File: src/sd_cfg.svh
`ifndef SD_CFG_SVH
`define SD_CFG_SVH

// ==============================
// Frame geometry
// ==============================

// Whole command or response frame on the CMD line
`define SD_FRAME_BITS 48
// Start bit through argument, the span covered by the CRC
`define SD_BODY_BITS 40
`define SD_CRC_BITS 7

`endif

File: src/sd_frame_pkg.sv
`include "sd_cfg.svh"

package sd_frame_pkg;

    // ==============================
    // Frame layout on the CMD line
    // ==============================

    // Field order matches the wire, MSB goes out first
    typedef struct packed {
        logic                    start_bit;
        logic                    tx_bit;
        logic [5:0]              index;
        logic [31:0]             arg;
        logic [`SD_CRC_BITS-1:0] crc;
        logic                    end_bit;
    } sd_frame_t;

    // Shifted bit by bit as raw, decoded as fields
    typedef union packed {
        logic [`SD_FRAME_BITS-1:0] raw;
        sd_frame_t                 fields;
    } sd_word_u;

endpackage

File: src/sd_status_pkg.sv
package sd_status_pkg;

    // ==============================
    // Response check results
    // ==============================

    // One flag per failed check
    typedef struct packed {
        logic crc_err;
        logic tx_err;
        logic end_err;
    } resp_err_t;

endpackage

File: src/resp_if.sv
interface resp_if import sd_frame_pkg::*; ();

    // High while a frame bit is on bit_data
    logic     bit_valid;
    logic     bit_data;
    // One cycle after the last frame bit
    logic     frame_end;
    // Held from frame_end until the next start bit
    sd_word_u word;

    modport receiver (
        output bit_valid,
        output bit_data,
        output frame_end,
        output word
    );

    // Listens only, no back-pressure
    modport check (
        input bit_valid,
        input bit_data,
        input frame_end,
        input word
    );

endinterface

File: src/crc7.sv
`include "sd_cfg.svh"

module crc7 (
    input  logic                    clk_int,
    input  logic                    rstSync_,
    input  logic                    clear,
    input  logic                    en,
    input  logic                    din,
    output logic [`SD_CRC_BITS-1:0] crc
);

    logic feedback;

    // Generator x^7 + x^3 + 1
    assign feedback = din ^ crc[`SD_CRC_BITS-1];

    always_ff @(posedge clk_int or negedge rstSync_) begin
        if (!rstSync_) begin
            crc <= '0;
        end else if (clear) begin
            crc <= '0;
        end else if (en) begin
            // Taps at bit 0 and bit 3
            crc <= {crc[5:3], crc[2] ^ feedback, crc[1:0], feedback};
        end
    end

endmodule

File: src/sd_cmd_sender.sv
`include "sd_cfg.svh"

module sd_cmd_sender import sd_frame_pkg::*; (
    input  logic     clk_int,
    input  logic     rstSync_,
    input  logic     cmd_trigger,
    input  sd_word_u cmd_word,
    input  logic     resp_en,
    input  logic     resp_busy,
    output logic     cmd_out,
    output logic     cmd_oe,
    output logic     cmd_done,
    output logic     cmd_busy,
    output logic     resp_arm
);

    localparam logic [1:0] ST_IDLE = 2'd0;
    localparam logic [1:0] ST_BODY = 2'd1;
    localparam logic [1:0] ST_CRC  = 2'd2;
    localparam logic [1:0] ST_END  = 2'd3;

    logic [1:0]              state_q;
    logic [5:0]              cnt_q;
    logic                    resp_en_q;
    logic                    start;
    sd_word_u                shift_q;
    logic [`SD_CRC_BITS-1:0] crc;

    // Busy through the done cycle, then for as long as a response is pending
    assign cmd_oe   = (state_q != ST_IDLE);
    assign cmd_busy = cmd_oe || cmd_done || resp_busy;
    assign start    = cmd_trigger && !cmd_busy;

    // Body from the shift register, then CRC MSB first, then end bit
    always_comb begin
        case (state_q)
            ST_BODY: cmd_out = shift_q.raw[`SD_FRAME_BITS-1];
            ST_CRC:  cmd_out = crc[cnt_q[2:0]];
            default: cmd_out = 1'b1;
        endcase
    end

    // ==============================
    // Command FSM
    // ==============================
    always_ff @(posedge clk_int or negedge rstSync_) begin
        if (!rstSync_) begin
            state_q   <= ST_IDLE;
            cnt_q     <= '0;
            resp_en_q <= 1'b0;
            cmd_done  <= 1'b0;
            resp_arm  <= 1'b0;
        end else begin
            cmd_done <= 1'b0;
            resp_arm <= 1'b0;
            case (state_q)
                ST_IDLE: begin
                    if (start) begin
                        state_q   <= ST_BODY;
                        cnt_q     <= 6'(`SD_BODY_BITS - 1);
                        resp_en_q <= resp_en;
                    end
                end
                ST_BODY: begin
                    if (cnt_q == '0) begin
                        state_q <= ST_CRC;
                        cnt_q   <= 6'(`SD_CRC_BITS - 1);
                    end else begin
                        cnt_q <= cnt_q - 6'd1;
                    end
                end
                ST_CRC: begin
                    if (cnt_q == '0) begin
                        state_q <= ST_END;
                    end else begin
                        cnt_q <= cnt_q - 6'd1;
                    end
                end
                default: begin
                    state_q  <= ST_IDLE;
                    cmd_done <= 1'b1;
                    resp_arm <= resp_en_q;
                end
            endcase
        end
    end

    always_ff @(posedge clk_int) begin
        if (start) begin
            shift_q <= cmd_word;
        end else if (state_q == ST_BODY) begin
            shift_q.raw <= {shift_q.raw[`SD_FRAME_BITS-2:0], 1'b0};
        end
    end

    // CRC covers the body bits only
    crc7 i_crc7 (
        .clk_int  (clk_int),
        .rstSync_ (rstSync_),
        .clear    (start),
        .en       (state_q == ST_BODY),
        .din      (shift_q.raw[`SD_FRAME_BITS-1]),
        .crc      (crc)
    );

endmodule

File: src/sd_resp_receiver.sv
`include "sd_cfg.svh"

module sd_resp_receiver import sd_frame_pkg::*; (
    input  logic     clk_int,
    input  logic     rstSync_,
    input  logic     resp_arm,
    input  logic     cmd_in,
    output logic     resp_busy,
    resp_if.receiver rx
);

    localparam logic [1:0] RX_IDLE  = 2'd0;
    localparam logic [1:0] RX_TURN  = 2'd1;
    localparam logic [1:0] RX_WAIT  = 2'd2;
    localparam logic [1:0] RX_SHIFT = 2'd3;

    // Cycles where cmd_in is ignored while the line turns around
    localparam int TURN_CYCLES = 2;

    logic       cmd_in_q;
    logic [1:0] state_q;
    logic [5:0] cnt_q;
    sd_word_u   shift_q;

    // Start bit is the first frame bit
    assign rx.bit_valid = ((state_q == RX_WAIT) && !cmd_in_q) || (state_q == RX_SHIFT);
    assign rx.bit_data  = cmd_in_q;
    assign rx.word      = shift_q;

    // ==============================
    // Response FSM
    // ==============================
    always_ff @(posedge clk_int or negedge rstSync_) begin
        if (!rstSync_) begin
            cmd_in_q     <= 1'b1;
            state_q      <= RX_IDLE;
            cnt_q        <= '0;
            resp_busy    <= 1'b0;
            rx.frame_end <= 1'b0;
        end else begin
            cmd_in_q     <= cmd_in;
            rx.frame_end <= 1'b0;
            case (state_q)
                RX_IDLE: begin
                    if (resp_arm) begin
                        state_q   <= RX_TURN;
                        cnt_q     <= 6'(TURN_CYCLES - 1);
                        resp_busy <= 1'b1;
                    end
                end
                RX_TURN: begin
                    if (cnt_q == '0) begin
                        state_q <= RX_WAIT;
                    end else begin
                        cnt_q <= cnt_q - 6'd1;
                    end
                end
                RX_WAIT: begin
                    // Card idles high, first low bit starts the frame
                    if (!cmd_in_q) begin
                        state_q <= RX_SHIFT;
                        cnt_q   <= 6'(`SD_FRAME_BITS - 2);
                    end
                end
                default: begin
                    if (cnt_q == '0) begin
                        state_q      <= RX_IDLE;
                        resp_busy    <= 1'b0;
                        rx.frame_end <= 1'b1;
                    end else begin
                        cnt_q <= cnt_q - 6'd1;
                    end
                end
            endcase
        end
    end

    always_ff @(posedge clk_int) begin
        if (rx.bit_valid) begin
            shift_q.raw <= {shift_q.raw[`SD_FRAME_BITS-2:0], cmd_in_q};
        end
    end

endmodule

File: src/sd_resp_checker.sv
`include "sd_cfg.svh"

module sd_resp_checker import sd_frame_pkg::*; import sd_status_pkg::*; (
    input  logic     clk_int,
    input  logic     rstSync_,
    resp_if.check    rx,
    output logic     resp_done,
    output sd_word_u resp_word,
    output logic     resp_crc_err,
    output logic     resp_frame_err
);

    logic [5:0]              bit_cnt_q;
    logic                    crc_en;
    logic [`SD_CRC_BITS-1:0] crc;
    resp_err_t               err;
    resp_err_t               err_q;

    // Only start bit through argument go into the CRC
    assign crc_en = rx.bit_valid && (bit_cnt_q < 6'(`SD_BODY_BITS));

    crc7 i_crc7 (
        .clk_int  (clk_int),
        .rstSync_ (rstSync_),
        .clear    (rx.frame_end),
        .en       (crc_en),
        .din      (rx.bit_data),
        .crc      (crc)
    );

    // ==============================
    // Frame checks
    // ==============================
    always_comb begin
        err.crc_err = (crc != rx.word.fields.crc);
        // Card to host frames carry a zero transmission bit
        err.tx_err  = rx.word.fields.tx_bit;
        err.end_err = !rx.word.fields.end_bit;
    end

    always_ff @(posedge clk_int or negedge rstSync_) begin
        if (!rstSync_) begin
            bit_cnt_q <= '0;
            resp_done <= 1'b0;
            resp_word <= '0;
            err_q     <= '0;
        end else begin
            resp_done <= rx.frame_end;
            if (rx.frame_end) begin
                bit_cnt_q <= '0;
                resp_word <= rx.word;
                err_q     <= err;
            end else if (rx.bit_valid) begin
                bit_cnt_q <= bit_cnt_q + 6'd1;
            end
        end
    end

    assign resp_crc_err   = err_q.crc_err;
    assign resp_frame_err = err_q.tx_err | err_q.end_err;

endmodule

File: src/sd_cmd_ctrl.sv
module sd_cmd_ctrl import sd_frame_pkg::*; (
    input  logic     clk_int,
    input  logic     rstSync_,
    // Command request
    input  sd_word_u cmd_word,
    input  logic     resp_en,
    input  logic     cmd_trigger,
    output logic     cmd_busy,
    output logic     cmd_done,
    // CMD line
    output logic     cmd_out,
    output logic     cmd_oe,
    input  logic     cmd_in,
    // Response status
    output logic     resp_done,
    output sd_word_u resp_word,
    output logic     resp_crc_err,
    output logic     resp_frame_err
);

    logic resp_arm;
    logic resp_busy;

    resp_if i_resp_if ();

    // ==============================
    // Stages
    // ==============================
    sd_cmd_sender i_sd_cmd_sender (
        .clk_int     (clk_int),
        .rstSync_    (rstSync_),
        .cmd_trigger (cmd_trigger),
        .cmd_word    (cmd_word),
        .resp_en     (resp_en),
        .resp_busy   (resp_busy),
        .cmd_out     (cmd_out),
        .cmd_oe      (cmd_oe),
        .cmd_done    (cmd_done),
        .cmd_busy    (cmd_busy),
        .resp_arm    (resp_arm)
    );

    sd_resp_receiver i_sd_resp_receiver (
        .clk_int   (clk_int),
        .rstSync_  (rstSync_),
        .resp_arm  (resp_arm),
        .cmd_in    (cmd_in),
        .resp_busy (resp_busy),
        .rx        (i_resp_if.receiver)
    );

    sd_resp_checker i_sd_resp_checker (
        .clk_int        (clk_int),
        .rstSync_       (rstSync_),
        .rx             (i_resp_if.check),
        .resp_done      (resp_done),
        .resp_word      (resp_word),
        .resp_crc_err   (resp_crc_err),
        .resp_frame_err (resp_frame_err)
    );

endmodule

File: config.mk
export PLATFORM = sky130hd
export DESIGN_NAME = sd_cmd_ctrl
export DESIGN_NICKNAME = d
export VERILOG_FILES = /design/src/sd_frame_pkg.sv /design/src/sd_status_pkg.sv /design/src/resp_if.sv /design/src/crc7.sv /design/src/sd_cmd_sender.sv /design/src/sd_resp_receiver.sv /design/src/sd_resp_checker.sv /design/src/sd_cmd_ctrl.sv
export VERILOG_INCLUDE_DIRS = /design/src /design/src/src
export SDC_FILE = /design/constraint.sdc
export NUM_CORES = 1
export LEC_CHECK = 0
export BUFFER_PORTS_ARGS = -buffer_cell sky130_fd_sc_hd__buf_4
export CORE_MARGIN = 2
export CORE_UTILIZATION = 61
export DETAILED_ROUTE_END_ITERATION = 16
export HOLD_SLACK_MARGIN = 0.12
export PLACE_DENSITY = 0.83
export SLEW_MARGIN = 20
export SYNTH_ARGS = -nofsm -noshare
export SYNTH_HDL_FRONTEND = slang
export SYNTH_SLANG_ARGS = --single-unit
File: constraint.sdc
create_clock -name clk_int -period 6.55 [get_ports clk_int]
set_input_delay 1.965 -clock clk_int [delete_from_list [all_inputs] [get_ports clk_int]]
set_output_delay 1.965 -clock clk_int [all_outputs]
set_load 0.01 [all_outputs]
==> flow_metrics.tcl, run 1 <==
set metrics [dict create \
    drcViolationCount 0 \
    p_int_mw 3.30 \
    path_delay_family "multiplexers" \
    dp.final_hpwl_mm 8.73 \
    synth_ff_type "edfxtp_1" \
    p_leak_nw 3.87 \
    insertion_delay_ps 420 \
    rr_endpoint "i_sd_resp_receiver.rx.word[23]" \
    holdBufCountCts 0 \
    critPathKind "flip-flop to primary output" \
    crit_path_max_fanout 9 \
    n_antenna_cell 0 \
    final_nets 672 \
    grt_overflow 0 \
    synth_seq_cells 189 \
    start_kind "flip-flop" \
    net-switching-power_mw 1.53 \
    slew_headroom_pct 28.5 \
    core_sq_mm 0.0125 \
    ys_warn_count 0 \
    switching_share_pct 31.7 \
    p_per_area_mw_per_mm2 519 \
    wl_met1_mm 5.88 \
    r2r_slack_ps 3670 \
    synth-seq-area-share_pct 67.5 \
    syn_area_per_cell_sq_um 15.5 \
    cts_root_buffer "clkbuf_16" \
    wl_met3_microns 837 \
    end_kind "primary output" \
    r2r_cells 5 \
    clock_path_buffers 2 \
    critPathMaxStageDelay_ps 540 \
    critical_path_required_ps 4590 \
    rr_startpoint "i_sd_resp_receiver.state_q[0]" \
    cts_tree "yes" \
    comb_power_share_pct 31.1 \
    io_buffers 107 \
    netlist_area_sq_mm 0.00772 \
    rsz0062_at_grt "no" \
    clock_skew_ps 6.27 \
    vias 4421 \
    die_w_microns 117 \
    grt_pass1_wl_mm 21.7 \
    synth_edf_count 96 \
    p_seq_share_pct 47.3 \
    antenna_found_initial 0 \
    startpoint "i_sd_cmd_sender.cnt_q[0]" \
    dr.pass1.iters 4 \
    globalplace.congestion 0.809 \
    hold_path_depth 0 \
    async_flop_share_pct 49.2 \
    clock.fmax_mhz 256 \
    grt_max_degree 79 \
    ir_worst_vdd_mv 0.268 \
    yosysUniqueCellTypes 58 \
    critPathArrivalTime_ps 1950 \
    outcome "completed" \
    synth.net_count 564 \
    wl_met2_mm 6.94 \
    fin_setup_tns_ps 0 \
    worstPathBufferInverterCount 1 \
    synthToLayoutAreaGrowth_pct 20.4 \
    drive_above_1_share_pct 40.5 \
    cts_resized 0 \
    hold_end "i_sd_resp_receiver.rx.word[31]" \
    slew_viol_final 0 \
    p_clk_share_pct 21.6 \
    htree_levels 4 \
    routed_via_density 5.59 \
    cap_violations 0 \
    numClockSinks 189 \
    period_needed_ps 3910 \
    rows 41 \
    highest_layer "met4" \
    drt_first_iter_violations 287 \
    groute.usage.overall_pct 21.2 \
    die_height_microns 117 \
    first_global_vias 4419 \
    wl_per_cell_microns 17.4 \
    min_from "i_sd_resp_receiver.rx.word[30]" \
    die_area_sq_mm 0.0136 \
    numCtsBuffers 17 \
    total_power_mw 4.82 \
    tightestPinTransition_ps 1070 \
    finalCritPeriodShare_pct 59.7 \
    worstPathCellList "mux4_2, o211ai_1, nand3_1, buf_4" \
    antenna_left 0 \
    synthCells 498 \
    finalSetupViolCount 0 \
    final_hold_viol_count 0 \
    start_util_pct 61.9 \
    postCtsSetupBuffers 0 \
    cp_slowest_cell "mux4_2" \
    path_clk_slew_ps 60 \
    ios 108 \
    holdCritPathClass "flip-flop to flip-flop" \
    finalWirelength_mm 13.8 \
]
## worst register-to-register path, delay by kind of cell (launching register included)
family | cells | cell delay, ps
and+or+nand+nor | 2 | 630
adders and majority gates | 1 | 320
DFF | 1 | 510
buffers and inverters | 2 | 1000
## placed cells by master (no fill, tap or decap), drive strengths merged, types with 7 or more instances in the layout
cell / instances
a21oi: 8
dfrtp: 92
clkbuf: 23
buf: 111
edfxtp: 96
mux2: 99
nor3: 7
xor2: 12
nand2: 8
mux2i: 15
inv: 16
o21ai: 18
ha: 13
nor2: 28
## state kept, by name (all words and copies together), names as in the netlist, 2 cells and up
name,flops
i_sd_resp_receiver.rx.word,48
i_sd_cmd_sender.i_crc7.crc,7
i_sd_cmd_sender.cnt_q,6
i_sd_resp_receiver.cnt_q,6
i_sd_resp_checker.bit_cnt_q,6
i_sd_cmd_sender.state_q,2
i_sd_resp_receiver.state_q,2
i_sd_resp_checker.i_crc7.crc,7
i_sd_resp_checker.resp_word,48
i_sd_cmd_sender.shift_q,48
## per-stage QoR
step           util, %  cells  instance area (sq um)  hold slack (ps)  worst slack [ps]
5_1_grt           74.6    791                   9300              459              2530
2_1_floorplan        -    498                   7720              370              2660
3_5_place_dp      69.5    758                   8670              433              2000
4_1_cts           74.5    790                   9280              450              2450
3_3_place_gp      69.5    758                   8670              428              2070
6_report          74.6    791                   9300              447              2640
## final cells by class
cell class                      count  area [sq um]
Inverter                           16          60.1
Sequential cell                   189          5210
Multi-Input combinational cell    271          2350
Clock buffer                       23           510
Timing Repair Buffer              111           846
Fill cell                         803          3160
Clock inverter                      9           105
Tap cell                          172           215
## how the worst max path moves through the flow
| stage | end | slack [ps] | cells after the start |
|---|---|---|---|
| after floorplan | i_sd_cmd_sender.shift_q[0] | 2660 | 5 |
| after global placement | i_sd_cmd_sender.shift_q[35] | 2070 | 5 |
| after detailed placement | i_sd_cmd_sender.shift_q[35] | 2000 | 5 |
| after CTS | i_sd_cmd_sender.shift_q[33] | 2450 | 5 |
| after global routing | cmd_out | 2530 | 4 |
| final | cmd_out | 2640 | 4 |
## synth_stat cells, types with 5 or more instances
master / n / area (sq um)
nand2_1: 8 / 30.0
ha_1: 13 / 163
o21ai_0: 15 / 75.1
clkbuf_1: 11 / 41.3
a21oi_1: 7 / 35.0
xor2_1: 12 / 105
mux2i_1: 15 / 150
buf_4: 5 / 37.5
nor2_1: 28 / 105
nor3_1: 5 / 25.0
mux2_2: 97 / 1090
a31oi_1: 6 / 37.5
inv_1: 16 / 60.1
dfrtp_1: 92 / 2300
edfxtp_1: 96 / 2880
## power by group through the flow
| stage | registers, mW | clock network [mW] | logic, mW |
|---|---|---|---|
| after floorplan | 2.23 | 0 | 0.952 |
| after detailed placement | 2.29 | 0 | 1.48 |
| after CTS | 2.28 | 1.06 | 1.50 |
| after global routing | 2.34 | 1.11 | 1.65 |
| after global placement | 2.26 | 0 | 1.41 |
| final | 2.28 | 1.04 | 1.50 |
## metal layers
layer	track usage, %	up-vias
met5	0	-
met4	6.59	0
met3	6.69	15
met2	35.0	132
met1	27.0	2222
li1	-	2052
## logic make-up after synthesis
family | Yosys count | synth area share [%]
AO/OA/AOI/OAI | 60 | 5.36
XOR/XNOR | 16 | 1.81
adder cells (fa/ha/maj) | 13 | 2.11
buffers and inverters | 38 | 2.16
flip-flops | 189 | 67.5
multiplexers | 115 | 16.7
AND/OR/NAND/NOR | 67 | 4.41
(Power assumes the default switching activity.)
==> inputs of run 2 (changes only) <==
ABC_AREA = 1   (was unset)
CORE_UTILIZATION = 57   (was 61)
PLACE_DENSITY = 0.78   (was 0.83)
clock period = 3.9 ns   (was 6.55 ns; I/O delays follow)
==> flow_metrics.tcl, run 2 <==
set metrics [dict create \
    outcome "completed" \
    synthTopCellsByCount "nand2_1, edfxtp_1, dfrtp_1" \
    synth-seq-area-share_pct 67.9 \
    synth.most_common_cell "nand2_1" \
    rows 42 \
    fin_util_pct 70.7 \
    fillers 928 \
    die_height_microns 120 \
    synthToLayoutAreaGrowth_pct 21.4 \
    routed_via_density 5.31 \
    dp.final_hpwl_mm 9.75 \
    final_hold_viol_count 0 \
    holdBufCountCts 0 \
    cts_tree "yes" \
    finalSetupViolCount 0 \
    rr_startpoint "i_sd_resp_receiver.state_q[0]" \
    total_power_mw 7.79 \
    final_nets 837 \
    fin_ws_ps 953 \
    final_common_cell "nand2_1" \
    clock_path_buffers 2 \
    critPathKind "flip-flop to primary output" \
    vias 5101 \
    hold_path_depth 0 \
    yosysUniqueCellTypes 29 \
    grt_max_degree 61 \
    antenna_found_initial 0 \
    n_antenna_cell 0 \
    wl_per_cell_microns 15.4 \
    tightestPinTransition_ps 783 \
    clock_skew_ps 10.2 \
    slew_headroom_pct 47.8 \
    r2r_cells 9 \
    cap_violations 0 \
    p_leak_nw 4.33 \
    io_buffers 107 \
    rsz0062_at_grt "no" \
    netlist_area_sq_mm 0.00767 \
    finalWirelength_mm 14.8 \
    crit_path_max_fanout 8 \
    numCtsBuffers 17 \
    grt_overflow 0 \
    start_util_pct 58.2 \
    core_sq_mm 0.0132 \
    insertion_delay_ps 440 \
    path_clk_slew_ps 70 \
    synth_top_area_share_pct 37.6 \
    async_flop_share_pct 49.2 \
    end_kind "primary output" \
    clock.fmax_mhz 339 \
    synth_edf_count 96 \
    yosys.area.top_type "edfxtp_1" \
    synth_top_cells_by_area "edfxtp_1, dfrtp_1, nand2_1" \
    r2r_slack_ps 1620 \
    wl_met1_mm 6.11 \
    htree_levels 4 \
    rr_endpoint "i_sd_resp_checker.i_crc7.crc[4]" \
    finalCritPeriodShare_pct 75.6 \
    fin_setup_tns_ps 0 \
    wl_met2_mm 7.50 \
    synth_seq_cells 189 \
    wl_met3_microns 764 \
    start_kind "flip-flop" \
    highest_layer "met4" \
    place_ws_ps 1210 \
    antenna_left 0 \
    critPathArrivalTime_ps 1780 \
    cts_root_buffer "clkbuf_16" \
    groute.usage.overall_pct 22.3 \
    ir_worst_vdd_mv 0.538 \
    cts_resized 0 \
    hold_end "i_sd_resp_receiver.rx.word[16]" \
    drive_above_1_share_pct 24.9 \
    final_cell_mix "nand2_1, buf_4, edfxtp_1" \
    drt_first_iter_violations 410 \
    critical_path_required_ps 2730 \
    min_from "i_sd_resp_receiver.rx.word[15]" \
    postCtsSetupBuffers 0 \
    period_needed_ps 2950 \
    p_per_area_mw_per_mm2 836 \
    holdCritPathClass "flip-flop to flip-flop" \
    dr.pass1.iters 4 \
    synth_ff_type "edfxtp_1" \
    synthCells 655 \
    synth.net_count 721 \
    drcViolationCount 0 \
    slew_viol_final 0 \
    first_global_vias 5178 \
    globalplace.congestion 0.848 \
    die_w_microns 120 \
    die_area_sq_mm 0.0144 \
    grt_pass1_wl_mm 24.9 \
    numClockSinks 189 \
    syn_area_per_cell_sq_um 11.7 \
    ys_warn_count 0 \
    ios 108 \
]
==> run 2: changes by cell type after synthesis, moves of 4 or more <==
cell     previous run  this run
o21ai_0            15        31
mux2_2             97        44
a31oi_1             6         0
inv_1              16        51
buf_2               4         8
a21oi_1             7        15
nand2_1             8       201
nand4_1             0         5
nand3_1             3        22
buf_4               5         1
o22ai_1             0        10
xor2_1             12         4
mux2i_1            15         0
==> run 2: worst max-delay path by stage <==
stage,startpoint,to,slack [ps],cells past startpoint
3_3_place_gp,cmd_trigger,i_sd_cmd_sender.cnt_q[1],1280,8
3_5_place_dp,cmd_trigger,i_sd_cmd_sender.cnt_q[1],1210,8
6_report,i_sd_cmd_sender.cnt_q[0],cmd_out,950,7
5_1_grt,i_sd_cmd_sender.cnt_q[0],cmd_out,790,7
2_1_floorplan,i_sd_resp_receiver.state_q[0],i_sd_resp_checker.i_crc7.crc[6],910,8
4_1_cts,i_sd_cmd_sender.cnt_q[0],cmd_out,980,7
==> run 2: kinds of logic (layout without fill, tap and decap cells) <==
logic type,after synthesis,after routing,synth area share [%]
simple gates,264,264,13.9
flops,189,189,67.9
buf+inv,72,201,3.70
compound gates,58,58,4.06
mux,48,48,7.04
fa+ha+maj,13,13,2.12
xor+xnor,11,11,1.26
==> run 2: final cells by class <==
cell class	instances	area [sq um]	area share, %
sequential	189	5210	55.9
multi-input combinational	394	2190	23.5
timing repair buffer	115	876	9.40
clock buffer	19	433	4.65
tap	176	220	2.36
inverter	54	203	2.18
clock inverter	13	186	2.00
==> run 2: per-layer routing <==
metal,global-route usage [%],vias up
met1,28.8,2497
met5,0,-
met4,10.9,0
met2,35.9,147
met3,4.90,34
li1,-,2423
==> run 2: metrics by stage <==
stage	cell area [sq um]	std cells	hold WS, ps
2_1_floorplan	7670	655	349
3_3_place_gp	8700	928	433
3_5_place_dp	8700	928	437
4_1_cts	9320	960	451
5_1_grt	9320	960	467
6_report	9320	960	449
==> run 2: report_power, final <==
group | switching, mW | internal [mW]
clock network | 0.743 | 1.08
logic | 1.37 | 0.947
registers | 0.443 | 3.21
total | 2.56 | 5.23
==> run 2: worst max-delay path, stage by stage, from the launching register on <==
cell,delay (ps)
dfrtp_1,460
clkinv_1,260
a21oi_1,180
o21ai_0,90
nand3_1,80
nand3_1,70
nand2_1,80
buf_4,120
==> inputs of run 3 (changes only) <==
ABC_AREA = 0   (was 1)
CORE_UTILIZATION = 51   (was 57)
PLACE_DENSITY = 0.74   (was 0.78)
clock period = 2.5 ns   (was 3.9 ns; I/O delays follow)
==> flow_metrics.tcl, run 3 (synthesis results as in run 1) <==
set metrics [dict create \
    outcome "complete, but fails checks" \
    violations "setup timing" \
    slew_viol_final 0 \
    rsz0062_at_grt "yes" \
    holdCritPathClass "primary input to async pin" \
    p_leak_nw 3.95 \
    numCtsBuffers 17 \
    critical_path_required_ps 1750 \
    cp.depth 4 \
    rows 44 \
    globalplace.congestion 0.768 \
    antenna_left 0 \
    n_antenna_cell 0 \
    start_kind "flip-flop" \
    place_inst 781 \
    slew_headroom_pct 61.2 \
    ir_worst_vdd_mv 0.757 \
    groute.usage.overall_pct 17.8 \
    highest_layer "met4" \
    ios 108 \
    cp_slowest_cell "mux4_2" \
    die_area_sq_mm 0.0161 \
    r2r_slack_ps 230 \
    antenna_found_initial 0 \
    final_common_cell "buf_4" \
    wl_met2_mm 6.62 \
    p_per_area_mw_per_mm2 1340 \
    fin_setup_tns_ps -12.3 \
    rr_endpoint "i_sd_cmd_sender.state_q[1]" \
    die_w_microns 127 \
    synthToLayoutAreaGrowth_pct 23.2 \
    critPathArrivalTime_ps 1760 \
    dp.final_hpwl_mm 9.34 \
    r2r_cells 7 \
    fin_ws_ps -12.3 \
    drt_first_iter_violations 260 \
    clock.fmax_mhz 398 \
    numClockSinks 189 \
    wl_met1_mm 6.12 \
    rr_startpoint "i_sd_cmd_sender.cnt_q[0]" \
    clock_skew_ps 9.29 \
    routed_via_density 5.42 \
    wl_per_cell_microns 16.7 \
    first_global_vias 4568 \
    startpoint "i_sd_cmd_sender.cnt_q[0]" \
    finalCritPeriodShare_pct 100 \
    drcViolationCount 0 \
    finalSetupViolCount 1 \
    period_needed_ps 2510 \
    path_clk_slew_ps 70 \
    drive_above_1_share_pct 43.3 \
    tightestPinTransition_ps 581 \
    dr.pass1.iters 4 \
    finalWirelength_mm 13.7 \
    critPathMaxStageDelay_ps 500 \
    critPathKind "flip-flop to primary output" \
    grt_overflow 0 \
    final_hold_viol_count 0 \
    io_buffers 107 \
    endpoint "cmd_out" \
    core_sq_mm 0.0146 \
    start_util_pct 52.7 \
    htree_levels 4 \
    insertion_delay_ps 420 \
    die_height_microns 127 \
    end_kind "primary output" \
    clock_path_buffers 2 \
    worstPathBufferInverterCount 1 \
    stdcell_count 817 \
    cap_violations 0 \
    cts_tree "yes" \
    grt_max_degree 50 \
    wl_met3_microns 826 \
    final_nets 686 \
    cts_root_buffer "clkbuf_16" \
    vias 4432 \
    path_delay_family "multiplexers" \
    worstPathCellList "mux4_2, o211ai_1, nand3_1, buf_6" \
    grt_pass1_wl_mm 22.7 \
    crit_path_max_fanout 2 \
    final_cell_mix "buf_4, mux2_2, edfxtp_1" \
]
==> run 3: area by class of cell <==
cell class,instances,area [sq um]
clock inverters,11,126
inverters,16,63.8
repair buffers,125,1020
fillers,1061,5130
flip-flops and latches,189,5210
well taps,184,230
multi-input cells,271,2380
clock buffers,21,482
==> run 3: power by group <==
group / internal, mW / switching [mW]
Combinational: 2.13 / 2.06
Clock: 1.60 / 1.12
Sequential: 5.05 / 0.816
Total: 8.78 / 4.00
==> run 3: worst reg2reg max path, stage by stage, from the launching register on <==
cell and delay, ps:
dfrtp_2 420, buf_4 160, inv_1 80, ha_1 200, or3b_1 490, nor3_2 200, a2bb2oi_1 270, mux2_1 340
==> run 3: worst min-delay path by stage <==
stage / start / to / slack [ps] / cells past startpoint
2_1_floorplan: i_sd_resp_receiver.rx.frame_end / i_sd_resp_checker.resp_done / 370 / 0
3_3_place_gp: i_sd_resp_receiver.rx.word[16] / i_sd_resp_receiver.rx.word[17] / 420 / 0
3_5_place_dp: i_sd_resp_receiver.rx.word[43] / i_sd_resp_receiver.rx.word[44] / 430 / 0
4_1_cts: rstSync_ / i_sd_resp_checker.resp_word[18] / 310 / 1
5_1_grt: rstSync_ / i_sd_resp_checker.resp_word[19] / 320 / 1
6_report: rstSync_ / i_sd_resp_checker.resp_word[19] / 300 / 1
==> run 3: per-stage QoR <==
step	hold slack, ps	cell area [sq um]	util, %	power, mW	setup WS (ps)
floorplan	370	7740	-	8.36	6.52
global placement	424	8850	60.4	9.82	169
detailed placement	432	8850	60.4	10.0	123
CTS	307	9500	64.9	12.9	-42.5
global route	320	9510	64.9	13.6	-131
finish	301	9510	64.9	12.8	-12.3
==> run 3: repair_timing <==
item | in CTS | in global routing
setup endpoints to repair | 2 | 2
resized for setup | 7 | 1
buffers inserted | 3 | 1
hold buffers | 0 | 0
pin swaps | 0 | 1
cloned | 0 | 0
==> run 3: per-layer routing <==
layer  vias to the layer above  GRT usage [%]
met4                         0           5.11
met5                         -              0
met1                      2218           24.3
met2                       119           27.9
li1                       2083              -
met3                        12           5.82
